## src/hdl/bus_macros.svh

```systemverilog
`ifndef BUS_MACROS_SVH
`define BUS_MACROS_SVH

// modulation memory geometry
`define MOD_WORDS 256
`define MOD_INDEX_W ($clog2(`MOD_WORDS) + 1)

// controller register word offsets inside sel_controller
`define ADDR_CTL_FLAG           8'h00
`define ADDR_MOD_MEM_WR_SEGMENT 8'h01
`define ADDR_MOD_REQ_RD_SEGMENT 8'h02
`define ADDR_MOD_CYCLE0         8'h03
`define ADDR_MOD_CYCLE1         8'h04

// bit positions inside the control flag word
`define CTL_FLAG_ENABLE 0

`endif

```

## src/hdl/bus_pkg.sv

```systemverilog
`default_nettype none

package bus_pkg;

  // memory select, taken from the top two bits of the word address
  typedef enum logic [1:0] {
    sel_controller = 2'd0,
    sel_mod        = 2'd1
  } bus_select_t;  // 2 and 3 reserved

  typedef enum logic [1:0] {
    s_idle    = 2'd0,
    s_fetch   = 2'd1,
    s_present = 2'd2
  } sampler_state_t;

endpackage

`default_nettype wire

```

## src/hdl/controller_regs.sv

```systemverilog
`timescale 1ns/1ps
`default_nettype none
`include "bus_macros.svh"

module controller_regs (
  input  wire                        CPU_CKIO,
  input  wire                        rst_n,
  input  wire                        wr_en,
  input  var bus_pkg::bus_select_t   wr_select,
  input  wire [13:0]                 wr_addr,
  input  wire [15:0]                 wr_data,
  input  wire [7:0]                  rd_addr,
  output logic [15:0]                reg_rd_data,
  output logic                       ctl_enable,
  output logic                       mod_wr_segment,
  output logic                       mod_req_rd_segment,
  output logic [`MOD_INDEX_W-1:0]    mod_cycle0,
  output logic [`MOD_INDEX_W-1:0]    mod_cycle1
);
  import bus_pkg::*;

  localparam int PAD_W = 16 - `MOD_INDEX_W;

  logic wr_hit;

  // upper offset bits must be clear to hit this bank
  assign wr_hit = wr_en && (wr_select == sel_controller) && (wr_addr[13:8] == '0);

  always_ff @(posedge CPU_CKIO) begin
    if (!rst_n) begin
      ctl_enable         <= 1'b0;
      mod_wr_segment     <= 1'b0;
      mod_req_rd_segment <= 1'b0;
      mod_cycle0         <= '0;
      mod_cycle1         <= '0;
    end else if (wr_hit) begin
      case (wr_addr[7:0])
        `ADDR_CTL_FLAG:           ctl_enable         <= wr_data[`CTL_FLAG_ENABLE];
        `ADDR_MOD_MEM_WR_SEGMENT: mod_wr_segment     <= wr_data[0];
        `ADDR_MOD_REQ_RD_SEGMENT: mod_req_rd_segment <= wr_data[0];
        `ADDR_MOD_CYCLE0:         mod_cycle0         <= wr_data[`MOD_INDEX_W-1:0];
        `ADDR_MOD_CYCLE1:         mod_cycle1         <= wr_data[`MOD_INDEX_W-1:0];
        default: ;  // unmapped offsets are dropped
      endcase
    end
  end

  always_comb begin
    reg_rd_data = 16'h0000;
    case (rd_addr)
      `ADDR_CTL_FLAG: begin
        reg_rd_data[`CTL_FLAG_ENABLE] = ctl_enable;
      end
      `ADDR_MOD_MEM_WR_SEGMENT: begin
        reg_rd_data[0] = mod_wr_segment;
      end
      `ADDR_MOD_REQ_RD_SEGMENT: begin
        reg_rd_data[0] = mod_req_rd_segment;
      end
      `ADDR_MOD_CYCLE0: begin
        reg_rd_data = {{PAD_W{1'b0}}, mod_cycle0};
      end
      `ADDR_MOD_CYCLE1: begin
        reg_rd_data = {{PAD_W{1'b0}}, mod_cycle1};
      end
      default: begin
        reg_rd_data = 16'h0000;
      end
    endcase
  end

endmodule

`default_nettype wire

```

## config.mk

```make
export PLATFORM = sky130hd
export DESIGN_NAME = controller_regs
export DESIGN_NICKNAME = d
export VERILOG_FILES = /design/src/hdl/bus_pkg.sv /design/src/hdl/controller_regs.sv
export VERILOG_INCLUDE_DIRS = /design/src /design/src/hdl
export SDC_FILE = /design/constraint.sdc
export NUM_CORES = 1
export LEC_CHECK = 0
export ABC_AREA = 0
export BUFFER_PORTS_ARGS = -buffer_cell sky130_fd_sc_hd__buf_2
export CORE_MARGIN = 2
export CORE_UTILIZATION = 36
export CTS_CLUSTER_SIZE = 16
export DETAILED_ROUTE_END_ITERATION = 8
export PLACE_DENSITY_LB_ADDON = 0.15
export SLEW_MARGIN = 20
export SYNTH_ARGS = -nofsm -noshare
export SYNTH_HDL_FRONTEND = slang
export SYNTH_SLANG_ARGS = --single-unit
```

## constraint.sdc

```tcl
create_clock -name CPU_CKIO -period 1.5 [get_ports CPU_CKIO]
set_input_delay 0.15 -clock CPU_CKIO [delete_from_list [all_inputs] [get_ports CPU_CKIO]]
set_output_delay 0.15 -clock CPU_CKIO [all_outputs]
set_load 0.02 [all_outputs]
```

==> flow_summary.ini, run 1 <==
[drt]
avgViaCountPerCell = 4.96
drt-initial-drc-count = 21
drc = 0
routed_wl_um = 2920
ant_nets = 0
drtPass1Iterations = 4
vias = 1111
post_drt_wl_per_cell_um = 13.0

[setup_path]
r2r_cells = 2
timing.rr.start = mod_cycle1[6]
crit_cells = 6
slowest_stage = or4_4
startpoint_type = primary input
crit_fanout = 4
critPathKind = primary input to output port
reg2reg_slack_ps = 850
critical_path_required_ps = 1350
cp-end-kind = output port
arrival_ps = 1500
timing.rr.end = mod_cycle1[6]
path_cells = buf_6 -> or4_4 -> nor4_4 -> buf_4 -> a22o_1 -> buf_6
cp_slowest_stage_delay_ps = 570
cpLargestDelayFamily = simple AND/OR/NAND/NOR gates
critical_path_buf_inv_count = 3
crit_top_cell = buf_6

[placement]
gp_congestion = 0.642
place_area_sq_um = 1470
pre_cts_ws_ps = -217
port_buffers = 65
hpwlAfterDp_um = 2150

[sta]
finalSetupViolations = 9
relSlewSlack = 0.662
drv_slew = 0
tightest_slew_ps = 507
min_period_ps = 1650
max_freq_ghz = 0.606
worst_slack_ps = -150
min_period_over_period = 1.10
hold_viol_final = 0
rsz0062_at_grt = yes
fin_skew_ps = 0

[clocking]
cts_hold_buffers = 0
numCtsBuffers = 3
clock_path_buffers = 2
cts_htree_levels = 1
clk_latency_ps = 290
path_clk_slew_ps = 120
tritoncts = done
clockRootBuffer = clkbuf_4
numClockSinks = 21

[yosys]
async_flop_share = 0
synth_flop_cell = dfxtp_1
syn_area_sq_um = 1100
ys_types = 22
synth_seq_cells = 21
synth_area_leaders = dfxtp_1 38%, mux2i_1 20%, nand2_1 11%
ys_warn_count = 0
synth_top_cell_by_area = dfxtp_1
synth.top_cell.area_share = 0.381
synthCells = 119
synth_edf_count = 0
yosysMostFrequentCell = nand2_1
avgSynthCellArea_sq_um = 9.26
ys_seq_area_frac = 0.381
synthTopCellsByCount = 33 x nand2_1, 22 x mux2i_1, 21 x dfxtp_1, 8 x a22o_1, 8 x buf_4

[floorplanning]
rows = 20
initial_utilization = 0.370
die_area_sq_um = 3520
dieHeight_um = 59.3
ioPinCount = 80
die_w_um = 59.3
core_area_sq_um = 2980

[global_route]
antenna_found_initial = 0
grt_pass1_vias = 1040
grt_use_total = 0.174
overflow = 0
grt_pass1_wl_um = 4640
grt_max_degree = 31

[final_layout]
drive_gt1_frac = 0.429
antenna_cells = 0
final_nets = 235
final_design_area_no_fill_sq_um = 1580
area_delta_synth_final_pct = 43.6
fin_util = 0.532

[worst_hold_path]
whs_path_depth = 3
hold_path_end = mod_cycle0[8]
hold_path.class = primary input to flop
min_from = wr_data[8]

[flow_run]
maxCapViolations = 0

[power]
power.total_uw = 940
peakVddDrop_mv = 0.298
p_per_area_nw_per_um2 = 594
power.leakage_uw = 0.000803

[status]
failed_checks = negative setup slack
status = finished, violations left
-- through the flow --
step / std cells / hold slack (ps) / TNS (ps)
final: 224 / 103 / -1180
after global placement: 218 / 419 / -3880
after global routing: 224 / 92.9 / -1580
after CTS: 223 / 95.8 / -1340
after detailed placement: 218 / 433 / -4020
after floorplan: 125 / 312 / -622
-- area by class of cell --
class,instances,area (sq um)
Tap cell,33,41.3
Sequential cell,21,420
Multi-Input combinational cell,90,614
Inverter,2,7.51
Fill cell,289,1400
Timing Repair Buffer,74,472
Clock buffer,3,22.5
Clock inverter,1,5.00
-- worst register-to-register path: stages, from the launching register on --
cell	delay, ps
dfxtp_1	380
nand2_1	60
mux2i_1	150
-- layout by cell type, fill, tap and decap left out, types with 2 or more instances in the layout --
master	netlist	final
nor4_4	2	2
or4_4	2	2
nor4_1	2	2
a22o_1	8	8
buf_4	8	7
clkbuf_4	0	3
buf_6	1	11
and3_1	2	2
conb_1	1	7
buf_2	0	55
dfxtp_1	21	21
inv_1	2	2
nand2_1	33	33
nor4b_1	3	3
nor3_1	2	2
mux2i_1	22	22
-- routing by layer --
| metal | vias up | part of all wire | routed length (um) | GRT usage |
|---|---|---|---|---|
| li1 | 550 | - | - | - |
| met1 | 520 | 0.44 | 1280 | 0.216 |
| met2 | 39 | 0.50 | 1460 | 0.298 |
| met3 | 2 | 0.054 | 157 | 0.0284 |
| met4 | 0 | 0.0065 | 19 | 0.0714 |
| met5 | - | 0 | 0 | 0 |
-- repair_timing --
action / in CTS / in global routing
buffers inserted: 0 / 1
pin swaps: 5 / 1
setup endpoints to repair: 9 / 9
resized for setup: 20 / 1
gates cloned: 1 / 0
-- flip-flops by register name (all words and copies together), names as in the netlist --
register            flops
mod_wr_segment          1
mod_cycle1              9
ctl_enable              1
mod_cycle0              9
mod_req_rd_segment      1
-- cells by family after synthesis --
group	Yosys count	synth area share
simple gates	51	0.255
mux	22	0.200
flops	21	0.381
buf+inv	14	0.0817
compound gates	10	0.0783
other cells	1	0.00340
-- worst max-delay path by stage --
| stage | from | to | slack, ps |
|---|---|---|---|
| detailed placement | rd_addr[5] | reg_rd_data[3] | -220 |
| global placement | rd_addr[5] | reg_rd_data[3] | -230 |
| CTS | rd_addr[6] | reg_rd_data[8] | -170 |
| floorplan | rd_addr[5] | reg_rd_data[0] | -100 |
| finish | rd_addr[6] | reg_rd_data[8] | -150 |
| global route | rd_addr[6] | reg_rd_data[2] | -200 |
-- report_power, final --
part / switching [uW] / internal, uW / leakage, uW / total, uW
combinational: 63.4 / 46.5 / 0.000616 / 110
clock: 173 / 99.4 / 0.0000177 / 273
sequential: 0.00329 / 557 / 0.000169 / 557
Power figures use the tool's default switching activity.
==> run 2, diff against run 1 <==
--- a/config.mk
+++ b/config.mk
@@ -8,8 +8,7 @@
 export LEC_CHECK = 0
 export ABC_AREA = 0
 export BUFFER_PORTS_ARGS = -buffer_cell sky130_fd_sc_hd__buf_2
-export CORE_MARGIN = 2
-export CORE_UTILIZATION = 36
+export CORE_UTILIZATION = 43
 export CTS_CLUSTER_SIZE = 16
 export DETAILED_ROUTE_END_ITERATION = 8
 export PLACE_DENSITY_LB_ADDON = 0.15
==> constraint.sdc (replaced) <==
create_clock -name CPU_CKIO -period 2.13 [get_ports CPU_CKIO]
set_input_delay 0.213 -clock CPU_CKIO [delete_from_list [all_inputs] [get_ports CPU_CKIO]]
set_output_delay 0.213 -clock CPU_CKIO [all_outputs]
set_load 0.02 [all_outputs]
==> run 2 against run 1 <==
Against the previous run: the run now ends clean; clock skew did not move; die area fell by 21%; sequential share of layout area rose by 2.4 points; register-to-register slack improved by 600 ps; critical path depth rose by 1; total power decreased by 30%; first-iteration DRC count shrank 43%; cell count decreased by 4.9%; critical endpoint is now reg_rd_data[0]; highest routed layer unchanged.
==> flow_summary.ini, run 2 (synthesis results as in run 1) <==
[global_route]
grt_pass1_wl_um = 4360
antenna_found_initial = 0
overflow = 0
grt_pass1_vias = 1007
grt_max_degree = 31
grt_use_total = 0.217

[sta]
fin_skew_ps = 0
rsz0062_at_grt = no
relSlewSlack = 0.652
drv_slew = 0
tns_ps = 0
min_period_ps = 1850
finalSetupViolations = 0
hold_viol_final = 0
max_freq_ghz = 0.542
tightest_slew_ps = 522
min_period_over_period = 0.866

[final_layout]
regArea_sq_um = 420
final_design_area_no_fill_sq_um = 1450
antenna_cells = 0
fillers = 233
final_nets = 229
top_regs = mod_cycle0: 9 flops, mod_cycle1: 9 flops
layout_commonest_cell = buf_2
area_delta_synth_final_pct = 31.8
layout_common_cells = 65 x buf_2, 33 x nand2_1, 22 x mux2i_1
drive_gt1_frac = 0.411
multi_input_area_sq_um = 614

[clocking]
cts_hold_buffers = 0
numCtsBuffers = 3
cts_htree_levels = 1
cts_resized = 0
post_cts_buffers = 0
tritoncts = done
path_clk_slew_ps = 120
clockRootBuffer = clkbuf_4
numClockSinks = 21
clk_latency_ps = 300
clock_path_buffers = 2

[drt]
drt-initial-drc-count = 12
avgViaCountPerCell = 5.06
ant_nets = 0
top_layer_used = met4
met1Wirelength_um = 1040
routed_wl_um = 2610
wl_met3_um = 189
drtPass1Iterations = 4
post_drt_wl_per_cell_um = 12.3
drc = 0
wl_met2_um = 1350
vias = 1077

[flow_run]
maxCapViolations = 0

[power]
peakVddDrop_mv = 0.357
power.total_uw = 660
p_per_area_nw_per_um2 = 454
power.leakage_uw = 0.000763

[placement]
gp_congestion = 0.696
hpwlAfterDp_um = 2010
place_area_sq_um = 1430
port_buffers = 65

[setup_path]
critical_path_required_ps = 1920
cp-startpoint = rd_addr[5]
startpoint_type = primary input
reg2reg_slack_ps = 1450
timing.rr.end = mod_cycle0[3]
critPathKind = primary input to output port
crit_fanout = 9
arrival_ps = 1630
r2r_cells = 2
cp-end-kind = output port
timing.rr.start = mod_cycle0[3]

[worst_hold_path]
whs_path_depth = 3
hold_path_end = mod_cycle0[7]
min_from = wr_data[7]
hold_path.class = primary input to flop

[floorplanning]
ioPinCount = 80
initial_utilization = 0.475
dieHeight_um = 52.6
core_area_sq_um = 2320
die_area_sq_um = 2770
die_w_um = 52.6
rows = 17

[status]
status = finished, final reports clean
==> run 2: cell count changes in the layout (fill, tap and decap cells not counted) <==
cell,delta
buf_4,-4
buf_12,-1
buf_6,-11
buf_2,+10
==> run 2: layout make-up <==
class                      instances  share of cell area
clock buffer                       3              0.0155
clock inverter                     1             0.00345
inverter                           2             0.00517
multi-input combinational         90               0.423
sequential                        21               0.289
tap                               28              0.0241
timing repair buffer              68               0.239
==> run 2: worst max path at each step <==
stage | slack, ps | to | cells after the start
2_1_floorplan | 400 | reg_rd_data[0] | 4
3_3_place_gp | 260 | mod_cycle0[1] | 5
4_1_cts | 280 | reg_rd_data[0] | 7
3_5_place_dp | 210 | mod_cycle0[3] | 5
6_report | 280 | reg_rd_data[0] | 7
5_1_grt | 210 | reg_rd_data[0] | 7
==> run 2: per-stage QoR <==
step                std cells  utilization  hold WS (ps)  setup slack [ps]
floorplan                 125            -           375               401
CTS                       213        0.627           147               283
global route              213        0.627           157               215
global placement          209        0.615           454               265
detailed placement        209        0.615           460               215
finish                    213        0.627           158               285
==> run 2: worst max-delay path: stages <==
cell      delay (ps)
buf_2            100
or4_4            580
nor4_4           230
buf_4            210
a222oi_1         110
inv_1             50
buf_2            150
==> run 2: where the power goes <==
| group | switching, uW | internal [uW] |
|---|---|---|
| sequential | 0.00228 | 393 |
| combinational | 44.2 | 30.8 |
| clock | 122 | 70.0 |
==> run 2: metal layers <==
layer	vias to the layer above	global-route usage
met3	4	0.0435
li1	537	-
met4	0	0.0877
met1	491	0.238
met5	-	0
met2	45	0.399
