$ cat src/hdl/bus_macros.svh
`ifndef BUS_MACROS_SVH
`define BUS_MACROS_SVH

// modulation memory geometry
`define MOD_WORDS 256
`define MOD_INDEX_W ($clog2(`MOD_WORDS) + 1)

// controller register word offsets inside sel_controller
`define ADDR_CTL_FLAG           8'h00
`define ADDR_MOD_MEM_WR_SEGMENT 8'h01
`define ADDR_MOD_REQ_RD_SEGMENT 8'h02
`define ADDR_MOD_CYCLE0         8'h03
`define ADDR_MOD_CYCLE1         8'h04

// bit positions inside the control flag word
`define CTL_FLAG_ENABLE 0

`endif

$ cat src/hdl/bus_pkg.sv
`default_nettype none

package bus_pkg;

  // memory select, taken from the top two bits of the word address
  typedef enum logic [1:0] {
    sel_controller = 2'd0,
    sel_mod        = 2'd1
  } bus_select_t;  // 2 and 3 reserved

  typedef enum logic [1:0] {
    s_idle    = 2'd0,
    s_fetch   = 2'd1,
    s_present = 2'd2
  } sampler_state_t;

endpackage

`default_nettype wire

$ cat src/hdl/mod_sampler.sv
`timescale 1ns/1ps
`default_nettype none
`include "bus_macros.svh"

module mod_sampler (
  input  wire                     CPU_CKIO,
  input  wire                     rst_n,
  input  wire                     ctl_enable,
  input  wire                     mod_req_rd_segment,
  input  wire [`MOD_INDEX_W-1:0]  mod_cycle0,
  input  wire [`MOD_INDEX_W-1:0]  mod_cycle1,
  input  wire [7:0]               rd_byte,
  input  wire                     mod_ready,
  output logic                    rd_segment,
  output logic [`MOD_INDEX_W-1:0] rd_index,
  output logic [7:0]              mod_data,
  output logic                    mod_valid,
  output logic                    mod_segment
);
  import bus_pkg::*;

  sampler_state_t          state;
  logic                    active_segment;
  logic [`MOD_INDEX_W-1:0] index;
  logic [`MOD_INDEX_W-1:0] last_index;
  logic                    fetch_wait;
  logic                    xfer;

  assign last_index  = active_segment ? mod_cycle1 : mod_cycle0;
  assign xfer        = mod_valid & mod_ready;
  assign rd_segment  = active_segment;
  assign rd_index    = index;
  assign mod_segment = active_segment;

  always_ff @(posedge CPU_CKIO) begin
    if (!rst_n) begin
      state          <= s_idle;
      active_segment <= 1'b0;
      index          <= '0;
      fetch_wait     <= 1'b0;
      mod_valid      <= 1'b0;
    end else begin
      case (state)
        s_idle: begin
          if (ctl_enable) begin
            active_segment <= mod_req_rd_segment;
            index          <= '0;
            fetch_wait     <= 1'b0;
            state          <= s_fetch;
          end
        end
        s_fetch: begin
          fetch_wait <= 1'b1;  // first cycle only addresses the memory
          if (!ctl_enable) begin
            state <= s_idle;
          end else if (fetch_wait) begin
            mod_valid <= 1'b1;
            state     <= s_present;
          end
        end
        s_present: begin
          if (xfer) begin
            mod_valid  <= 1'b0;
            fetch_wait <= 1'b0;
            if (index == last_index) begin
              index          <= '0;
              active_segment <= mod_req_rd_segment;  // segment switch only here
            end else begin
              index <= index + 1'b1;
            end
            state <= ctl_enable ? s_fetch : s_idle;
          end
        end
        default: begin
          state <= s_idle;
        end
      endcase
    end
  end

  always_ff @(posedge CPU_CKIO) begin
    if ((state == s_fetch) && fetch_wait) begin
      mod_data <= rd_byte;  // held until the transfer
    end
  end

  stall_hold: assert property (
    @(posedge CPU_CKIO) disable iff (!rst_n)
    mod_valid && !mod_ready |=> mod_valid && $stable(mod_data)
  );

  idle_no_valid: assert property (
    @(posedge CPU_CKIO) disable iff (!rst_n)
    (state == s_idle) |-> !mod_valid
  );

endmodule

`default_nettype wire

$ cat config.mk
export PLATFORM = sky130hd
export DESIGN_NAME = mod_sampler
export DESIGN_NICKNAME = d
export VERILOG_FILES = /design/src/hdl/bus_pkg.sv /design/src/hdl/mod_sampler.sv
export VERILOG_INCLUDE_DIRS = /design/src /design/src/hdl
export SDC_FILE = /design/constraint.sdc
export NUM_CORES = 1
export LEC_CHECK = 0
export ABC_CLOCK_PERIOD_IN_PS = 3650
export CORE_MARGIN = 8
export CORE_UTILIZATION = 35
export CTS_BUF_LIST = sky130_fd_sc_hd__clkbuf_4 sky130_fd_sc_hd__clkbuf_8
export DETAILED_ROUTE_END_ITERATION = 8
export DONT_BUFFER_PORTS = 1
export PLACE_DENSITY = 0.5
export SYNTH_ARGS = -nofsm -noshare
export SYNTH_HDL_FRONTEND = slang
export SYNTH_SLANG_ARGS = --single-unit
$ cat constraint.sdc
create_clock -name CPU_CKIO -period 3.65 [get_ports CPU_CKIO]
set_clock_uncertainty 0.05 [all_clocks]
set_input_delay 0.365 -clock CPU_CKIO [delete_from_list [all_inputs] [get_ports CPU_CKIO]]
set_output_delay 0.365 -clock CPU_CKIO [all_outputs]
set_load 0.02 [all_outputs]
==> results of run 1 <==
-- cells by family after synthesis --
kind of cell,count (synthesis)
adders and majority gates,1
xor gates and xnor gates,10
and+or+nand+nor,44
AOI/OAI and AO/OA,21
DFF,22
muxes,10
buffers and inverters,10
-- metrics by stage --
step	instance area (sq um)	power [mW]	hold WS (ns)	util (%)	instances
floorplan	1150	0.302	0.390	-	118
global placement	1170	0.303	0.406	38.1	157
detailed placement	1170	0.304	0.407	38.1	157
CTS	1220	0.493	0.0796	39.8	161
global route	1220	0.504	0.0685	39.8	161
finish	1220	0.486	0.0942	39.8	161
-- power groups by stage --
stage,clock (mW),sequential (mW),combinational (mW)
after detailed placement,0,0.271,0.0326
final,0.188,0.266,0.0322
after global placement,0,0.271,0.0317
after floorplan,0,0.267,0.0354
after global routing,0.202,0.267,0.0360
after CTS,0.194,0.266,0.0327
-- area by class of cell --
class | instances | area, sq um
clock buffers | 3 | 22.5
clock inverters | 1 | 30.0
fillers | 318 | 1850
inverters | 5 | 18.8
multi-input cells | 86 | 578
flip-flops and latches | 22 | 520
well taps | 44 | 55.1
-- cell usage after synthesis, types with 4 or more instances --
master	number	area share, %
nand3_1	6	2.6
xnor2_1	10	7.6
edfxtp_1	8	21
nand2_1	15	4.9
nor2_1	5	1.6
nand2b_1	4	2.2
o21ai_0	5	2.2
dfxtp_1	14	24
inv_1	5	1.6
mux2i_1	10	8.7
-- cells in the final DEF (no fill, tap or decap), drive strengths merged, types with 3 or more instances in the layout --
cell,netlist,routed
nand3,7,7
dfxtp,14,14
nor2,5,5
xnor2,10,10
edfxtp,8,8
mux2i,10,10
clkbuf,3,3
and3,3,3
o21ai,5,5
o22ai,3,3
inv,5,5
nand2,16,16
nand2b,4,4
-- metal layers --
metal,up-vias,GRT usage [%],part of all wire [%]
met2,23,16.4,49
met1,387,10.7,40
met3,2,4.08,10
met4,0,5.33,0.83
met5,-,0,0
li1,420,-,-
-- how the worst min path moves through the flow --
stage                     slack (ns)  startpoint  cells after the start          end
after floorplan                 0.39  fetch_wait                      1   fetch_wait
after global placement          0.41  fetch_wait                      1   fetch_wait
after detailed placement        0.41  fetch_wait                      1   fetch_wait
after CTS                       0.08  rd_byte[5]                      0  mod_data[5]
after global routing            0.07  rd_byte[7]                      0  mod_data[7]
final                           0.09  rd_byte[5]                      0  mod_data[5]
-- flip-flops by register name, summed over array words and instances, names as in the netlist --
signal and count:
fetch_wait 1, mod_valid 1, rd_index 9, state 2, mod_data 8, mod_segment 1
-- critical path, cell delays in order (launching register included) --
cell and delay (ns):
dfxtp_1 0.95, mux2i_1 0.30, xnor2_1 0.10, nor4_2 0.31, nand3_2 0.27, a21oi_2 0.21
mux2i_1 0.18
==> reports/metrics.csv, run 1 <==
metric,value,unit
status,"complete, no violations",
Seq cells post-synth,22,
pre-CTS setup slack,1.18,ns
count of final setup violators,0,
Final #Nets,150,
Post-DRT Antenna Nets,0,
Via density,5.17,
GR Overflow Total,0,
area share of fa/ha/maj cells after synthesis,1.09,%
setup TNS,0,ns
Syn Nets,150,
post-cts repair resize count,0,
Final period util,66.7,%
CTS tree,built,
largest net degree at the start of global routing,14,
CTS Buf Count,3,
WL per Instance,16.5,um
post-synthesis compound-gate area fraction,13.1,%
Reg power frac,54.7,%
CTS max path bufs,2,
Port Buf Inserts,0,
reg2reg path depth,6,
row cnt,20,
die height,73.3,um
Ports,51,
GPL Wtd Cong,0.753,
CP required,3.85,ns
deepest level of the CTS H-tree,1,
Initial Utilization,37.3,%
Worst R2R Setup Slack,1.22,ns
Final Worst Setup Slack,1.22,ns
internal power,385,uW
xor/xnor share of the synthesized area,7.63,%
Comb pwr share,6.6,%
Worst Tran Pin Value,0.925,ns
Clock Power Share,38.7,%
leak pwr,0.363,nW
Slew headroom,38.3,%
Area Growth Syn to Fin,6.76,%
crit path kind,flip-flop to flip-flop,
drt total wl,2660,um
pwr dens,396,nW/um^2
vias in the first global route,804,
core area,3080,sq um
Hold Fails Final Rpt,0,
share of layout cells above drive strength 1,7.69,%
drt initial violations,70,
Max-Cap Viols,0,
"Reg clk slew, reported paths",0.12,ns
sw frac,20.7,%
CTS root buf,clkbuf_4,
maximum fanout along the worst path,12,
Highest Clock Rate,0.411,GHz
# Post-CTS Setup Buffers,0,
post-DP HPWL,2100,um
synthesized area,1150,sq um
CTS Hold Buffers Added,0,
fin crit period,2.43,ns
Setup crit end kind,flip-flop,
largest family of logic cells by synthesized area,simple AND/OR/NAND/NOR gates,
via count,832,
number of synthesis warnings,0,
critical path endpoint,mod_segment,
Syn Area/Cell,9.72,sq um
post-synthesis simple-gate area fraction,19.8,%
crit path DAT,2.63,ns
post-synth cell types,33,
"Seq/Total Area, Yosys",45.4,%
first-pass GRT wire length,4120,um
CTS sink cnt,22,
die area,5370,sq um
worst skew pair latency,0.31,ns
Die Wd,73.3,um
initial antenna violation count,0,
# DRC,0,
n_diodes,0,
"Slew Viols, Final",0,
RSZ-0062 raised after global routing,no,
Post-synth EDFFs,8,
Tot GR Track Use,9.99,%
crit start category,flip-flop,
asr flop ratio synth,0,%
mux cell area share after synthesis,8.72,%
DRT Pass-1 Iters,4,
FF-to-FF Start,mod_segment,
peak supply drop,0.000151,V
Syn Inst Count,118,
most common flop cell mapped by yosys,dfxtp_1,
launch point of the critical path,mod_segment,
Worst R2R End,mod_segment,
Hold/Removal Path Class,input port to flip-flop,
Switch Pwr,100,uW
No activity file was read; power rests on OpenSTA's default activity.
==> run 2, diff against run 1 <==
Settings changed: ABC_CLOCK_PERIOD_IN_PS 3650 to 2500.
Clock period 3.65 ns to 2.5 ns, I/O delays scaled along.
==> run 2 against run 1 <==
  * Utilization rose by 2.7 points
  * Count of clock-buffer cells in the layout unchanged
  * Global-route usage rose by 0.79 points
  * Final area increased by 6.8%
  * Largest cell class unchanged
==> reports/metrics.csv, run 2 (synthesis gave the netlist of run 1 again) <==
metric,value,unit,change
Ports,51,,unchanged
row cnt,20,,unchanged
via count,868,,+4.3%
status,"complete, no violations",,
FF-to-FF Start,mod_segment,,
CTS tree,built,,
Port Buf Inserts,0,,unchanged
Initial Utilization,37.3,%,unchanged
Setup crit end kind,flip-flop,,
maximum fanout along the worst path,9,,-3
"Reg clk slew, reported paths",0.12,ns,about the same
crit start category,flip-flop,,
worst skew pair latency,0.30,ns,about the same
fillers,330,,+3.8%
leak pwr,0.405,nW,+12%
CTS Buf Count,3,,unchanged
Area after DPL,1200,sq um,+2.6%
initial antenna violation count,0,,unchanged
Max-Cap Viols,0,,unchanged
"most common cell after layout, fill and taps aside",nand2_1,,
setup TNS,0,ns,unchanged
CP required,2.68,ns,-1.17 ns
Via density,5.02,,-2.9%
first-pass GRT wire length,4530,um,+10%
Util after Layout,42.5,%,+2.7 points
Post-DRT Antenna Nets,0,,unchanged
CTS root buf,clkbuf_4,,
pre-CTS setup slack,0.362,ns,-0.821 ns
number of flip-flops in the largest register,9,,unchanged
Worst Min Path Start,rst_n,,
Highest Clock Rate,0.465,GHz,+13%
pwr dens,464,nW/um^2,+17%
deepest level of the CTS H-tree,1,,unchanged
Die Wd,73.3,um,unchanged
crit path DAT,2.33,ns,-0.30 ns
Final #Nets,162,,+8.0%
Final Worst Setup Slack,0.350,ns,-0.865 ns
Final period util,86.0,%,+19 points
Tot GR Track Use,10.8,%,+0.79 points
DRT Pass-1 Iters,4,,unchanged
fin crit period,2.15,ns,-0.285 ns
launch point of the critical path,mod_segment,,
vias in the first global route,911,,+13%
"Slew Viols, Final",0,,unchanged
post-DP HPWL,2180,um,+3.5%
Hold Fails Final Rpt,0,,unchanged
RSZ-0062 raised after global routing,no,,
die area,5370,sq um,unchanged
GR Overflow Total,0,,unchanged
count of final setup violators,0,,unchanged
share of layout cells above drive strength 1,9.30,%,+1.6 points
peak supply drop,0.000170,V,+13%
# DRC,0,,unchanged
drt initial violations,45,,-36%
Area Growth Syn to Fin,14.1,%,
CTS sink cnt,22,,unchanged
core area,3080,sq um,unchanged
n_diodes,0,,unchanged
largest net degree at the start of global routing,13,,-1
GPL Wtd Cong,0.730,,-3.0%
WL per Instance,16.2,um,-2.4%
most frequent cells in the layout,"nand2_1, dfxtp_1, mux2i_1, xnor2_1",,
CTS max path bufs,2,,unchanged
Worst Tran Pin Value,0.714,ns,-0.211 ns
drt total wl,2800,um,+4.9%
die height,73.3,um,unchanged
post-route cell area,1310,sq um,+6.8%
crit path kind,flip-flop to flip-flop,,
Slew headroom,52.3,%,+14 points
Hold/Removal Path Class,input port to flip-flop,,
[run 2: cell types whose count changed in the layout (fill, tap and decap cells not counted), sizes merged]
cell         delta
buf             +4
dlygate4sd3     +8
bufinv          -1
clkinv          +1
[run 2: path summary, 6_finish.rpt]
path | to | depth (start not counted) | slack, ns
worst max-delay path | mod_segment | 7 | 0.35
worst max register to register | mod_segment | 7 | 0.35
worst min-delay path | state[1] | 1 | 0.04
worst min register to register | fetch_wait | 1 | 0.44
[run 2: stage by stage]
step                      hold WS, ns  std cells  total power, mW
final                          0.0375        173            0.607
after CTS                      0.0268        173            0.618
after global routing           0.0156        173            0.637
after global placement          0.299        161            0.443
after detailed placement        0.299        161            0.445
after floorplan                 0.299        118            0.441
[run 2: repair_timing]
item,CTS,global route
hold endpoints to repair,8,0
gates resized for setup,0,0
hold buffers,8,0
setup buffers,0,0
setup endpoints to repair,0,0
[run 2: layer usage]
metal,GRT usage [%],wire length [um],vias to the layer above
li1,-,-,440
met1,12.1,1080,402
met2,17.8,1380,24
met3,4.76,314,2
met4,3.33,19,0
met5,0,0,-
[run 2: cell type report]
cell class,instances,area (sq um),share of cell area [%]
clock buffer,3,22.5,1.72
clock inverter,1,3.75,0.287
inverter,5,18.8,1.43
multi-input combinational,86,578,44.2
sequential,22,520,39.8
tap,44,55.1,4.21
timing repair buffer,12,110,8.41
[run 2: where the power goes]
part / total, mW / switching (mW) / internal [mW]
clock network: 0.161 / 0.103 / 0.0580
logic: 0.0625 / 0.0283 / 0.0342
registers: 0.384 / 0.00813 / 0.375
total: 0.607 / 0.139 / 0.468
[run 2: critical path, stage by stage (launching register included)]
cell and delay, ns:
dfxtp_1 0.62, buf_4 0.29, mux2i_1 0.23, xnor2_1 0.08, nor2_1 0.16, nand3_2 0.22, a21oi_2 0.23, mux2i_1 0.20
==> run 3, diff against run 2 <==
Settings changed: CORE_UTILIZATION 35 to 43, PLACE_DENSITY 0.5 to 0.59.
==> run 3 against run 2 <==
  * Cell count shrank 8.1%
  * Worst hold slack lost 0.0023 ns
  * Combinational power grew 0.6%
  * Critical path type unchanged
  * Setup slack lost 0.055 ns
==> reports/metrics.csv, run 3 (synthesis gave the netlist of run 1 again) <==
metric,value,unit,change
Hold Fails Final Rpt,0,,unchanged
die height,67.7,um,-7.6%
sw frac,23.4,%,+0.50 points
Post-Layout Cell Count,159,,-8.1%
Post-DRT Antenna Nets,0,,unchanged
CP required,2.69,ns,about the same
worst hold path depth,1,,unchanged
largest net degree at the start of global routing,13,,unchanged
share of layout cells above drive strength 1,9.30,%,unchanged
fin crit period,2.20,ns,+0.0548 ns
"most common cell after layout, fill and taps aside",nand2_1,,
Final period util,88.2,%,+2.2 points
Met1 Routed Length,1020,um,-5.6%
CP cell instances,buf_4 > mux2i_1 > xnor2_1 > nor2_1 > nand3_2 > a21oi_2 > mux2i_1,,
"Reg clk slew, reported paths",0.12,ns,about the same
Initial Utilization,45.9,%,+8.6 points
Max Used Layer,met4,,
# DRC,0,,unchanged
WL per Instance,17.1,um,+6.0%
CTS root buf,clkbuf_4,,
Final Worst Setup Slack,0.296,ns,-0.0548 ns
routed length on met3,261,um,-17%
Slew headroom,51.8,%,-0.46 points
crit path DAT,2.40,ns,+0.07 ns
Clock Power Share,26.9,%,+0.4 points
count of final setup violators,0,,unchanged
Tot GR Track Use,12.3,%,+1.5 points
Hold/Removal Path Class,input port to flip-flop,,
Placed Cells,147,,-8.7%
CTS tree,built,,
setup TNS,0,ns,unchanged
internal power,468,uW,about the same
Max-Cap Viols,0,,unchanged
reg2reg path depth,7,,unchanged
crit start category,flip-flop,,
pwr dens,473,nW/um^2,+2.1%
most frequent cells in the layout,"nand2_1, dfxtp_1, mux2i_1, xnor2_1",,
Switch Pwr,143,uW,+2.9%
GR Overflow Total,0,,unchanged
crit path kind,flip-flop to flip-flop,,
Via density,5.52,,+9.9%
RSZ-0062 raised after global routing,no,,
Final #Nets,162,,unchanged
drt total wl,2720,um,-2.6%
via count,877,,+1.0%
met2 WL,1410,um,+1.8%
peak supply drop,0.000278,V,+64%
n_diodes,0,,unchanged
core area,2500,sq um,-19%
maximum fanout along the worst path,9,,unchanged
Die Wd,67.7,um,-7.6%
fillers,246,,-25%
DRT Pass-1 Iters,4,,unchanged
pre-CTS setup slack,0.310,ns,-0.0521 ns
Design Power,611,uW,+0.73%
Port Buf Inserts,0,,unchanged
post-DP HPWL,2070,um,-4.7%
Comb pwr share,10.3,%,about the same
deepest level of the CTS H-tree,1,,unchanged
largest stage delay on the critical path,0.64,ns,+0.02 ns
row cnt,18,,-10%
number of flip-flops in the largest register,9,,unchanged
Ports,51,,unchanged
Reg power frac,62.8,%,-0.4 points
status,"complete, no violations",,
CTS max path bufs,2,,unchanged
CTS sink cnt,22,,unchanged
Worst Tran Pin Value,0.720,ns,+0.00687 ns
cell mode on critical path,mux2i_1,,
Worst path slowest cell,dfxtp_1,,
die area,4580,sq um,-15%
leak pwr,0.405,nW,about the same
drt initial violations,31,,-31%
initial antenna violation count,0,,unchanged
worst skew pair latency,0.31,ns,about the same
CTS Buf Count,3,,unchanged
Highest Clock Rate,0.454,GHz,-2.5%
Area Growth Syn to Fin,12.5,%,
first-pass GRT wire length,4310,um,-4.9%
Setup crit end kind,flip-flop,,
Worst R2R Setup Slack,0.30,ns,-0.05 ns
"Slew Viols, Final",0,,unchanged
GPL Wtd Cong,0.813,,+11%
Util after Layout,51.7,%,+9.1 points
vias in the first global route,892,,-2.1%
[run 3: cell counts in the layout (fill, tap and decap cells not counted)]
Identical to the previous run, type by type.
[run 3: cell type report]
class	count	area, sq um	share of cell area (%)
tap	30	37.5	2.91
timing repair buffer	12	110	8.53
multi-input combinational	86	578	44.8
clock buffer	3	22.5	1.74
clock inverter	1	3.75	0.291
inverter	5	18.8	1.45
sequential	22	520	40.3
[run 3: power by group through the flow]
stage,sequential [mW],combinational (mW),clock (mW)
floorplan,0.389,0.0517,0
global placement,0.392,0.0516,0
detailed placement,0.392,0.0532,0
CTS,0.384,0.0634,0.174
global route,0.385,0.0692,0.190
finish,0.384,0.0629,0.164
[run 3: per-stage QoR]
stage	instance area [sq um]	hold WS, ns
global route	1290	0.00909
global placement	1180	0.299
CTS	1290	0.0194
finish	1290	0.0353
floorplan	1150	0.299
detailed placement	1180	0.299
[run 3: what timing repair did]
item | 4_1_cts | 5_1_grt
resized for setup | 0 | 0
hold buffers | 8 | 0
endpoints found under the hold margin | 8 | 0
setup buffers | 0 | 0
[run 3: per-layer routing]
metal	track usage, %	vias up
met1	13.6	402
met2	20.1	27
li1	-	443
met3	5.96	5
met5	0	-
met4	4.70	0
[run 3: worst paths after layout]
kind,startpoint,end
worst max register to register,mod_segment,mod_segment
worst min-delay path,rst_n,state[1]
worst max-delay path,mod_segment,mod_segment
worst min register to register,fetch_wait,fetch_wait
[run 3: worst max-delay path: cells and delay by family (launching register included)]
kind / cells / cell delay [ns]
compound gates: 1 / 0.21
xor+xnor: 1 / 0.09
buf+inv: 1 / 0.30
flops: 1 / 0.64
mux: 2 / 0.47
simple gates: 2 / 0.37
