--- src/hdl/bus_macros.svh ---
`ifndef BUS_MACROS_SVH
`define BUS_MACROS_SVH

// modulation memory geometry
`define MOD_WORDS 256
`define MOD_INDEX_W ($clog2(`MOD_WORDS) + 1)

// controller register word offsets inside sel_controller
`define ADDR_CTL_FLAG           8'h00
`define ADDR_MOD_MEM_WR_SEGMENT 8'h01
`define ADDR_MOD_REQ_RD_SEGMENT 8'h02
`define ADDR_MOD_CYCLE0         8'h03
`define ADDR_MOD_CYCLE1         8'h04

// bit positions inside the control flag word
`define CTL_FLAG_ENABLE 0

`endif

--- src/hdl/bus_pkg.sv ---
`default_nettype none

package bus_pkg;

  // memory select, taken from the top two bits of the word address
  typedef enum logic [1:0] {
    sel_controller = 2'd0,
    sel_mod        = 2'd1
  } bus_select_t;  // 2 and 3 reserved

  typedef enum logic [1:0] {
    s_idle    = 2'd0,
    s_fetch   = 2'd1,
    s_present = 2'd2
  } sampler_state_t;

endpackage

`default_nettype wire

--- src/hdl/cpu_bus_decoder.sv ---
`timescale 1ns/1ps
`default_nettype none

module cpu_bus_decoder (
  input  wire                  CPU_CKIO,
  input  wire                  rst_n,
  input  wire [15:0]           cpu_addr,
  input  wire [15:0]           cpu_data_in,
  input  wire                  cpu_cn,
  input  wire                  cpu_we0_n,
  input  wire                  cpu_rd_n,
  input  wire [15:0]           reg_rd_data,
  output logic                 wr_en,
  output bus_pkg::bus_select_t wr_select,
  output logic [13:0]          wr_addr,
  output logic [15:0]          wr_data,
  output logic [7:0]           rd_addr,
  output logic [15:0]          cpu_data_out
);
  import bus_pkg::*;

  logic [15:0] addr_q;
  logic [15:0] data_q;
  logic        cn_q;
  logic        we_q;
  logic        we_q_d;
  logic        rd_q;
  logic        we_fall;
  logic        rd_hit;

  // strobes come up inactive so no edge is seen out of reset
  always_ff @(posedge CPU_CKIO) begin
    if (!rst_n) begin
      cn_q   <= 1'b1;
      we_q   <= 1'b1;
      we_q_d <= 1'b1;
      rd_q   <= 1'b1;
    end else begin
      cn_q   <= cpu_cn;
      we_q   <= cpu_we0_n;
      we_q_d <= we_q;
      rd_q   <= cpu_rd_n;
    end
  end

  always_ff @(posedge CPU_CKIO) begin
    addr_q <= cpu_addr;
    data_q <= cpu_data_in;
  end

  assign we_fall = we_q_d & ~we_q & ~cn_q;  // one pulse per write cycle
  assign rd_hit  = ~cn_q & ~rd_q & (addr_q[15:14] == sel_controller) & (addr_q[13:8] == '0);
  assign rd_addr = addr_q[7:0];

  always_ff @(posedge CPU_CKIO) begin
    if (!rst_n) begin
      wr_en        <= 1'b0;
      cpu_data_out <= '0;
    end else begin
      wr_en        <= we_fall;
      cpu_data_out <= rd_hit ? reg_rd_data : 16'h0000;
    end
  end

  // only meaningful alongside wr_en
  always_ff @(posedge CPU_CKIO) begin
    wr_select <= bus_select_t'(addr_q[15:14]);
    wr_addr   <= addr_q[13:0];
    wr_data   <= data_q;
  end

  wr_en_single: assert property (
    @(posedge CPU_CKIO) disable iff (!rst_n)
    wr_en |=> !wr_en
  );

endmodule

`default_nettype wire

--- config.mk ---
export PLATFORM = sky130hd
export DESIGN_NAME = cpu_bus_decoder
export DESIGN_NICKNAME = d
export VERILOG_FILES = /design/src/hdl/bus_macros.svh /design/src/hdl/bus_pkg.sv /design/src/hdl/cpu_bus_decoder.sv
export SDC_FILE = /design/constraint.sdc
export NUM_CORES = 1
export LEC_CHECK = 0
export BUFFER_PORTS_ARGS = -buffer_cell sky130_fd_sc_hd__buf_2
export CORE_MARGIN = 2
export CORE_UTILIZATION = 39
export DETAILED_ROUTE_END_ITERATION = 7
export PLACE_DENSITY = 0.73
export SETUP_SLACK_MARGIN = 0.05
export SKIP_CTS_REPAIR_TIMING = 1
export SLEW_MARGIN = 20
export SYNTH_ARGS = -nofsm -noshare
export SYNTH_HDL_FRONTEND = slang
export SYNTH_SLANG_ARGS = --single-unit
--- constraint.sdc ---
create_clock -name CPU_CKIO -period 1.4 [get_ports CPU_CKIO]
set_input_delay 0.21 -clock CPU_CKIO [delete_from_list [all_inputs] [get_ports CPU_CKIO]]
set_output_delay 0.21 -clock CPU_CKIO [all_outputs]
set_load 0.02 [all_outputs]
==> results.py, run 1 <==
metrics = {
    "synthesis": {
        "cell_with_the_most_instances_after_synthesis": "dfxtp_1",
        "synthesis.nets": 194,
        "postSynthCellCount": 141,
        "asyncSetResetFlopFracSynth": 0,
        "synth_edf_count": 0,
        "total_standard_cell_area_after_synthesis_mm2": 0.00220,
        "synth_seq_area_share": 0.774,
        "yosysUniqueCellTypes": 14,
        "ys_warn_count": 0,
        "netlist.top_cell.by_area": "dfxtp_1",
        "post-synth-top-area-fraction": 0.774,
        "syn-mean-instance-area_um2": 15.6,
        "synth_commonest_cells": "dfxtp_1, or4b_2, nor4_2",
        "synth_top_flop_cell": "dfxtp_1",
        "synth_seq_cells": 85,
        "ys_top_cells_by_area": "dfxtp_1, or4b_2, nor4_2",
    },
    "finish": {
        "stdcell_count": 356,
        "antenna-diode-count": 0,
        "fin_util": 0.624,
        "design.final.nets": 332,
        "drive_above_1_share": 0.570,
        "layout-area-overhead-vs-synth_pct": 55.4,
    },
    "floorplan": {
        "chipWidth_um": 79.1,
        "initial_core_util": 0.401,
        "die_y_um": 79.1,
        "ioPinCount": 110,
        "die_area_mm2": 0.00625,
        "floorplan.rows": 27,
        "coreArea_mm2": 0.00547,
    },
    "detailed_routing": {
        "via_per_inst": 4.26,
        "drc": 0,
        "drt.antenna.violating_nets": 0,
        "detailedRoute.firstPassIterationCount": 3,
        "drt_wl_total_mm": 4.65,
        "first_iteration_detailed_routing_drc_count": 25,
        "vias": 1517,
        "wire_per_inst_um": 13.0,
    },
    "global_route": {
        "globalRouteOverflowTotal": 0,
        "maximum_number_of_pins_on_one_net_before_global_route_repair": 18,
        "vias_in_the_first_global_route": 1386,
        "grt_pass1_wl_mm": 6.28,
        "globalRouteTotalUtil": 0.137,
        "number_of_antenna_violations_at_the_first_check_in_global_routing": 0,
    },
    "placed_design": {
        "place.detailed.instances": 308,
        "hpwl_mm": 3.07,
        "io_buffer_count": 109,
        "finalWeightedCongestion": 0.703,
    },
    "timing": {
        "finalCritPeriodShare": 0.987,
        "timing.final.hold_violations": 0,
        "worst_slew_pin_slew_ps": 853,
        "clock_tree_skew_after_final_layout_ps": 3.88,
        "timing.max_slew.rel_slack": 0.431,
        "clock.fmax_mhz": 724,
        "setup_viol": 0,
        "rsz0062_at_grt": "true",
        "clock_period_minus_final_worst_setup_slack_ps": 1380,
        "timing_max_transition_violations_final": 0,
        "setup_tns_ps": 0,
    },
    "clock_network": {
        "clkLatencyLatePin_ps": 340,
        "clockBufferDepth": 2,
        "ctsHtreeMaxLevel": 3,
        "tritoncts": "yes",
        "cts.root.buffer_cell": "clkbuf_8",
        "clk_pin_slew_worst_paths_ps": 80,
        "clock_sinks": 85,
        "cts_inserted_buffers": 9,
    },
    "setup_path": {
        "crit_arrival_ps": 1640,
        "criticalPathCategory": "flop to flop",
        "setup.reg_to_reg.worst_slack_ps": 20,
        "cp_endpoint_kind": "flop",
        "worst_ep_required_time_ps": 1660,
        "timing.rr.end": "cpu_data_out[4]",
        "startpoint_type": "flop",
        "reg2reg_depth": 3,
        "rr_startpoint": "addr_q[12]",
        "crit_fanout": 16,
    },
    "pwr": {
        "p_leak_nw": 1.53,
        "power_mw": 4.99,
        "power_density_mw_per_mm2": 1460,
        "max_ir_drop_vdd_uv": 1080,
    },
    "hold_path": {
        "holdPathEnd": "we_q",
        "whs_path_depth": 2,
        "kind_of_path_behind_the_tightest_hold_check": "primary input to flop",
        "hold_path.startpoint": "cpu_we0_n",
    },
    "outcome": {
        "outcome": "completed",
    },
    "flow_run": {
        "cap_viol_max_count": 0,
    },
}
stage by stage:
step           setup WS (ps)  cell area [um2]  hold WS (ps)
6_report                18.3             3410          37.4
5_1_grt                -46.7             3410          36.9
4_1_cts                -30.4             3030         -60.5
3_5_place_dp           -13.8             2780           312
3_3_place_gp           0.362             2780           310
2_1_floorplan           97.0             2260           238
logic make-up (layout without fill, tap and decap cells):
family	count (synthesis)	after routing	synth area share
DFF	85	85	0.774
and+or+nand+nor	39	39	0.171
buffers and inverters	17	160	0.0541
flip-flops by register name, indices dropped and copies added, names as in the netlist, 2 cells and up:
| signal | count |
|---|---|
| wr_data | 16 |
| addr_q | 16 |
| data_q | 16 |
| wr_addr | 14 |
| cpu_data_out | 16 |
| wr_select | 2 |
cell type report:
type | instances | area (um2)
Tap cell | 72 | 90.1
Clock inverter | 7 | 128
Sequential cell | 85 | 1710
Timing Repair Buffer | 144 | 901
Fill cell | 437 | 2060
Multi-Input combinational cell | 39 | 460
Clock buffer | 9 | 124
worst max path at each step:
stage	depth (start not counted)	end	slack, ps	start
2_1_floorplan	3	cpu_data_out[10]	100	cn_q
3_3_place_gp	2	cpu_data_out[6]	0.4	addr_q[14]
3_5_place_dp	3	cpu_data_out[15]	-10	addr_q[12]
4_1_cts	3	cpu_data_out[15]	-30	addr_q[12]
5_1_grt	3	cpu_data_out[4]	-50	addr_q[12]
6_report	3	cpu_data_out[4]	20	addr_q[12]
layout by cell type, fill, tap and decap left out, types with 2 or more instances in the layout:
master and n:
or2b_1 4, or4b_4 11, nor4_2 12, inv_6 3, dfxtp_1 82, dlygate4sd3_1 32, clkbuf_8 9, nor4_1 2
bufinv_16 3, buf_4 2, buf_2 109, nor4_4 2, dfxtp_4 2, or4b_2 6
routing by layer:
layer / share of wire / GRT usage / vias up / wire length, um
li1: - / - / 757 / -
met1: 0.40 / 0.149 / 664 / 1850
met2: 0.47 / 0.215 / 84 / 2180
met3: 0.11 / 0.0795 / 12 / 516
met4: 0.021 / 0.0621 / 0 / 96
met5: 0 / 0 / - / 0
report_power, final:
group | switching [mW] | leakage [nW] | internal (mW) | total [mW]
clock network | 0.870 | 0.127 | 1.22 | 2.09
logic | 0.152 | 0.697 | 0.175 | 0.328
registers | 0.0570 | 0.711 | 2.52 | 2.58
total | 1.08 | 1.53 | 3.91 | 4.99
critical path, stage by stage (launching register included):
cell and delay (ps):
dfxtp_1 320, or4b_4 550, buf_12 170, nor4_2 250
Power figures use the tool's default switching activity.
==> inputs of run 2 (changes only) <==
--- a/config.mk
+++ b/config.mk
@@ -7,9 +7,10 @@
 export LEC_CHECK = 0
 export BUFFER_PORTS_ARGS = -buffer_cell sky130_fd_sc_hd__buf_2
 export CORE_MARGIN = 2
-export CORE_UTILIZATION = 39
+export CORE_UTILIZATION = 42
+export CTS_BUF_LIST = sky130_fd_sc_hd__clkbuf_4 sky130_fd_sc_hd__clkbuf_8
 export DETAILED_ROUTE_END_ITERATION = 7
-export PLACE_DENSITY = 0.73
+export PLACE_DENSITY = 0.77
 export SETUP_SLACK_MARGIN = 0.05
 export SKIP_CTS_REPAIR_TIMING = 1
 export SLEW_MARGIN = 20
==> results.py, run 2 (same netlist as run 1, synthesis figures left out) <==
metrics = {
    "finish": {
        "layout-area-overhead-vs-synth_pct": 52.5,
        "design.final.nets": 331,
        "antenna-diode-count": 0,
        "stdcell_count": 352,
        "commonest_non_fill_non_tap_cell_in_the_layout": "buf_2",
        "drive_above_1_share": 0.564,
        "final_cell_mix": "buf_2, dfxtp_1, dlygate4sd3_1",
        "fin_util": 0.660,
    },
    "timing": {
        "finalCritPeriodShare": 0.978,
        "setup_viol": 0,
        "rsz0062_at_grt": "true",
        "clock_tree_skew_after_final_layout_ps": 6.04,
        "timing.final.hold_violations": 0,
        "timing_max_transition_violations_final": 0,
        "clock_period_minus_final_worst_setup_slack_ps": 1370,
        "timing.max_slew.rel_slack": 0.455,
        "clock.fmax_mhz": 730,
        "setup_ws_ps": 30.8,
        "worst_slew_pin_slew_ps": 816,
    },
    "hold_path": {
        "kind_of_path_behind_the_tightest_hold_check": "primary input to flop",
    },
    "clock_network": {
        "ctsHtreeMaxLevel": 3,
        "tritoncts": "yes",
        "cts_inserted_buffers": 9,
        "clk_pin_slew_worst_paths_ps": 80,
        "cts.root.buffer_cell": "clkbuf_8",
        "clkLatencyLatePin_ps": 320,
        "clock_sinks": 85,
        "clockBufferDepth": 2,
    },
    "global_route": {
        "maximum_number_of_pins_on_one_net_before_global_route_repair": 18,
        "vias_in_the_first_global_route": 1406,
        "grt_pass1_wl_mm": 6.51,
        "globalRouteTotalUtil": 0.145,
        "number_of_antenna_violations_at_the_first_check_in_global_routing": 0,
        "globalRouteOverflowTotal": 0,
    },
    "floorplan": {
        "initial_core_util": 0.433,
        "floorplan.rows": 26,
        "die_y_um": 76.3,
        "ioPinCount": 110,
        "coreArea_mm2": 0.00507,
        "die_area_mm2": 0.00583,
        "chipWidth_um": 76.3,
    },
    "setup_path": {
        "crit_arrival_ps": 1600,
        "worst_ep_required_time_ps": 1630,
        "crit_fanout": 16,
        "cp_endpoint_kind": "flop",
        "startpoint_type": "flop",
        "criticalPathCategory": "flop to flop",
    },
    "detailed_routing": {
        "first_iteration_detailed_routing_drc_count": 71,
        "via_per_inst": 4.30,
        "drc": 0,
        "vias": 1513,
        "wire_per_inst_um": 13.0,
        "drt_wl_total_mm": 4.59,
        "drt.antenna.violating_nets": 0,
        "detailedRoute.firstPassIterationCount": 3,
    },
    "pwr": {
        "max_ir_drop_vdd_uv": 832,
        "power_density_mw_per_mm2": 1410,
        "clock_power_share": 0.386,
        "p_comb_frac": 0.069,
        "intPower_mw": 3.72,
        "power.net_switching_mw": 1.01,
        "p_leak_nw": 1.50,
        "p_sw_frac": 0.213,
        "seq_power_share": 0.545,
    },
    "placed_design": {
        "io_buffer_count": 109,
        "pre_cts_slack_ps": -1.73,
        "finalWeightedCongestion": 0.754,
        "place.detailed.instances": 305,
        "hpwl_mm": 3.03,
    },
    "outcome": {
        "outcome": "completed",
    },
    "flow_run": {
        "cap_viol_max_count": 0,
    },
}
run 2: layout make-up:
cell class	instances	area (um2)
clock buffers	10	131
multi-input cells	39	445
repair buffers	143	893
clock inverters	5	85.1
fillers	405	1720
flip-flops and latches	85	1710
well taps	70	87.6
run 2: metrics by stage:
stage | power, mW | hold slack, ps | TNS [ps] | cell area, um2
finish | 4.73 | 62.4 | 0 | 3350
global route | 4.92 | 63.9 | -44.1 | 3350
CTS | 4.70 | -38.5 | -19.7 | 2980
detailed placement | 2.88 | 312 | -1.73 | 2770
global placement | 2.88 | 310 | 0 | 2770
floorplan | 2.77 | 238 | 0 | 2260
run 2: power by group through the flow:
stage	registers (mW)	logic [mW]	clock network, mW
finish	2.57	0.328	1.82
global route	2.59	0.348	1.98
CTS	2.58	0.253	1.87
detailed placement	2.63	0.252	0
global placement	2.62	0.250	0
floorplan	2.67	0.0969	0
run 2: layer usage:
metal | part of all wire | GRT usage | vias up
met5 | 0 | 0 | -
met4 | 0.023 | 0.0982 | 0
met3 | 0.039 | 0.0403 | 10
met2 | 0.55 | 0.238 | 53
met1 | 0.39 | 0.164 | 697
li1 | - | - | 753
run 2: worst paths after layout:
kind	from	cells past startpoint	end	slack [ps]
hold / removal	cpu_we0_n	2	we_q	60
setup reg to reg	addr_q[12]	3	cpu_data_out[3]	30
hold reg to reg	data_q[9]	0	wr_data[9]	330
setup / recovery	addr_q[12]	3	cpu_data_out[3]	30
run 2: worst max-delay path, cell delays in order, from the launching register on:
cell and delay (ps):
dfxtp_1 310, or4b_4 540, buf_12 170, nor4_1 250
==> inputs of run 3 (changes only) <==
--- a/config.mk
+++ b/config.mk
@@ -11,7 +11,6 @@
 export CTS_BUF_LIST = sky130_fd_sc_hd__clkbuf_4 sky130_fd_sc_hd__clkbuf_8
 export DETAILED_ROUTE_END_ITERATION = 7
 export PLACE_DENSITY = 0.77
-export SETUP_SLACK_MARGIN = 0.05
 export SKIP_CTS_REPAIR_TIMING = 1
 export SLEW_MARGIN = 20
 export SYNTH_ARGS = -nofsm -noshare
==> constraint.sdc (replaced) <==
create_clock -name CPU_CKIO -period 1.4 [get_ports CPU_CKIO]
set_input_delay 0.21 -clock CPU_CKIO [delete_from_list [all_inputs] [get_ports CPU_CKIO]]
set_output_delay 0.21 -clock CPU_CKIO [all_outputs]
set_load 0.05 [all_outputs]
==> results.py, run 3 (same netlist as run 1, synthesis figures left out) <==
metrics = {
    "floorplan": {
        "ioPinCount": 110,
        "die_area_mm2": 0.00583,
        "die_y_um": 76.3,
        "floorplan.rows": 26,
        "coreArea_mm2": 0.00507,
        "chipWidth_um": 76.3,
        "initial_core_util": 0.433,
    },
    "global_route": {
        "vias_in_the_first_global_route": 1425,
        "grt_pass1_wl_mm": 6.54,
        "number_of_antenna_violations_at_the_first_check_in_global_routing": 0,
        "globalRouteOverflowTotal": 0,
        "maximum_number_of_pins_on_one_net_before_global_route_repair": 18,
        "globalRouteTotalUtil": 0.147,
    },
    "hold_path": {
        "kind_of_path_behind_the_tightest_hold_check": "primary input to flop",
    },
    "pwr": {
        "power.net_switching_mw": 1.13,
        "seq_power_share": 0.492,
        "intPower_mw": 4.12,
        "p_leak_nw": 1.54,
        "max_ir_drop_vdd_uv": 904,
        "power_mw": 5.25,
        "power_density_mw_per_mm2": 1540,
        "clock_power_share": 0.419,
        "p_sw_frac": 0.215,
        "p_comb_frac": 0.090,
    },
    "detailed_routing": {
        "drt_wl_total_mm": 4.93,
        "drt.antenna.violating_nets": 0,
        "via_per_inst": 4.50,
        "drc": 0,
        "first_iteration_detailed_routing_drc_count": 34,
        "wire_per_inst_um": 14.0,
        "detailedRoute.firstPassIterationCount": 4,
        "vias": 1585,
    },
    "clock_network": {
        "ctsHtreeMaxLevel": 3,
        "clk_pin_slew_worst_paths_ps": 80,
        "clock_sinks": 85,
        "cts.root.buffer_cell": "clkbuf_8",
        "clockBufferDepth": 2,
        "tritoncts": "yes",
        "cts_inserted_buffers": 9,
        "clkLatencyLatePin_ps": 340,
    },
    "setup_path": {
        "startpoint_type": "flop",
        "crit_fanout": 16,
        "worst_ep_required_time_ps": 1650,
        "criticalPathCategory": "flop to flop",
        "crit_arrival_ps": 1660,
        "cp_endpoint_kind": "flop",
    },
    "finish": {
        "sequential_cell_area_mm2": 0.00171,
        "filler_cell_count": 371,
        "layout-area-overhead-vs-synth_pct": 55.0,
        "multiInputGateArea_um2": 453,
        "antenna-diode-count": 0,
        "final_cell_mix": "buf_2, dfxtp_1, dlygate4sd3_1",
        "stdcell_count": 352,
        "design.final.nets": 331,
        "drive_above_1_share": 0.578,
        "commonest_non_fill_non_tap_cell_in_the_layout": "buf_2",
    },
    "flow_run": {
        "cap_viol_max_count": 0,
    },
    "timing": {
        "worst_slew_pin_slew_ps": 1010,
        "setup_tns_ps": -11.1,
        "timing.max_slew.rel_slack": 0.324,
        "timing.final.hold_violations": 0,
        "clock_tree_skew_after_final_layout_ps": 6.90,
        "rsz0062_at_grt": "true",
        "clock.fmax_mhz": 709,
        "clock_period_minus_final_worst_setup_slack_ps": 1410,
        "setup_viol": 1,
        "setup_ws_ps": -11.1,
        "finalCritPeriodShare": 1.01,
        "timing_max_transition_violations_final": 0,
    },
    "outcome": {
        "failed_checks": "negative setup slack",
        "outcome": "finished with violations",
    },
    "placed_design": {
        "place.detailed.instances": 305,
        "io_buffer_count": 109,
        "hpwl_mm": 2.85,
        "finalWeightedCongestion": 0.786,
    },
}
==> run 3: layer usage <==
metal	share of wire	GRT usage
met1	0.41	0.181
met3	0.080	0.0581
met5	0	0
met2	0.48	0.210
met4	0.026	0.105
==> run 3: final cells by class <==
type | instances | area share
Multi-Input combinational cell | 39 | 0.133
Clock inverter | 4 | 0.0353
Sequential cell | 85 | 0.501
Tap cell | 70 | 0.0257
Clock buffer | 11 | 0.0426
Timing Repair Buffer | 143 | 0.262
==> run 3: worst max-delay path, stage by stage, from the launching register on <==
cell	delay, ps
dfxtp_2	320
or4b_4	540
buf_12	180
nor4_4	270
==> run 3: worst paths after layout <==
kind         cells after the start              end  slack [ps]       start
max                              3  cpu_data_out[4]         -10  addr_q[10]
min                              2             we_q          50   cpu_we0_n
max reg2reg                      3  cpu_data_out[4]         -10  addr_q[10]
min reg2reg                      0      wr_data[14]         330  data_q[14]
==> run 3: power groups by stage <==
stage	clock (mW)	combinational (mW)	sequential, mW
after floorplan	0	0.113	2.78
after global placement	0	0.384	2.62
after detailed placement	0	0.387	2.63
after CTS	2.24	0.387	2.57
after global routing	2.35	0.489	2.59
final	2.20	0.470	2.58
==> run 3: metrics by stage <==
stage	hold WS (ps)	util	setup slack [ps]	cell area, um2
final	46.3	0.671	-11.1	3410
after global routing	27.0	0.671	-44.9	3410
after CTS	-55.3	0.589	-101	2990
after detailed placement	312	0.537	-61.5	2730
after global placement	310	0.537	-41.2	2730
after floorplan	238	-	16.4	2200
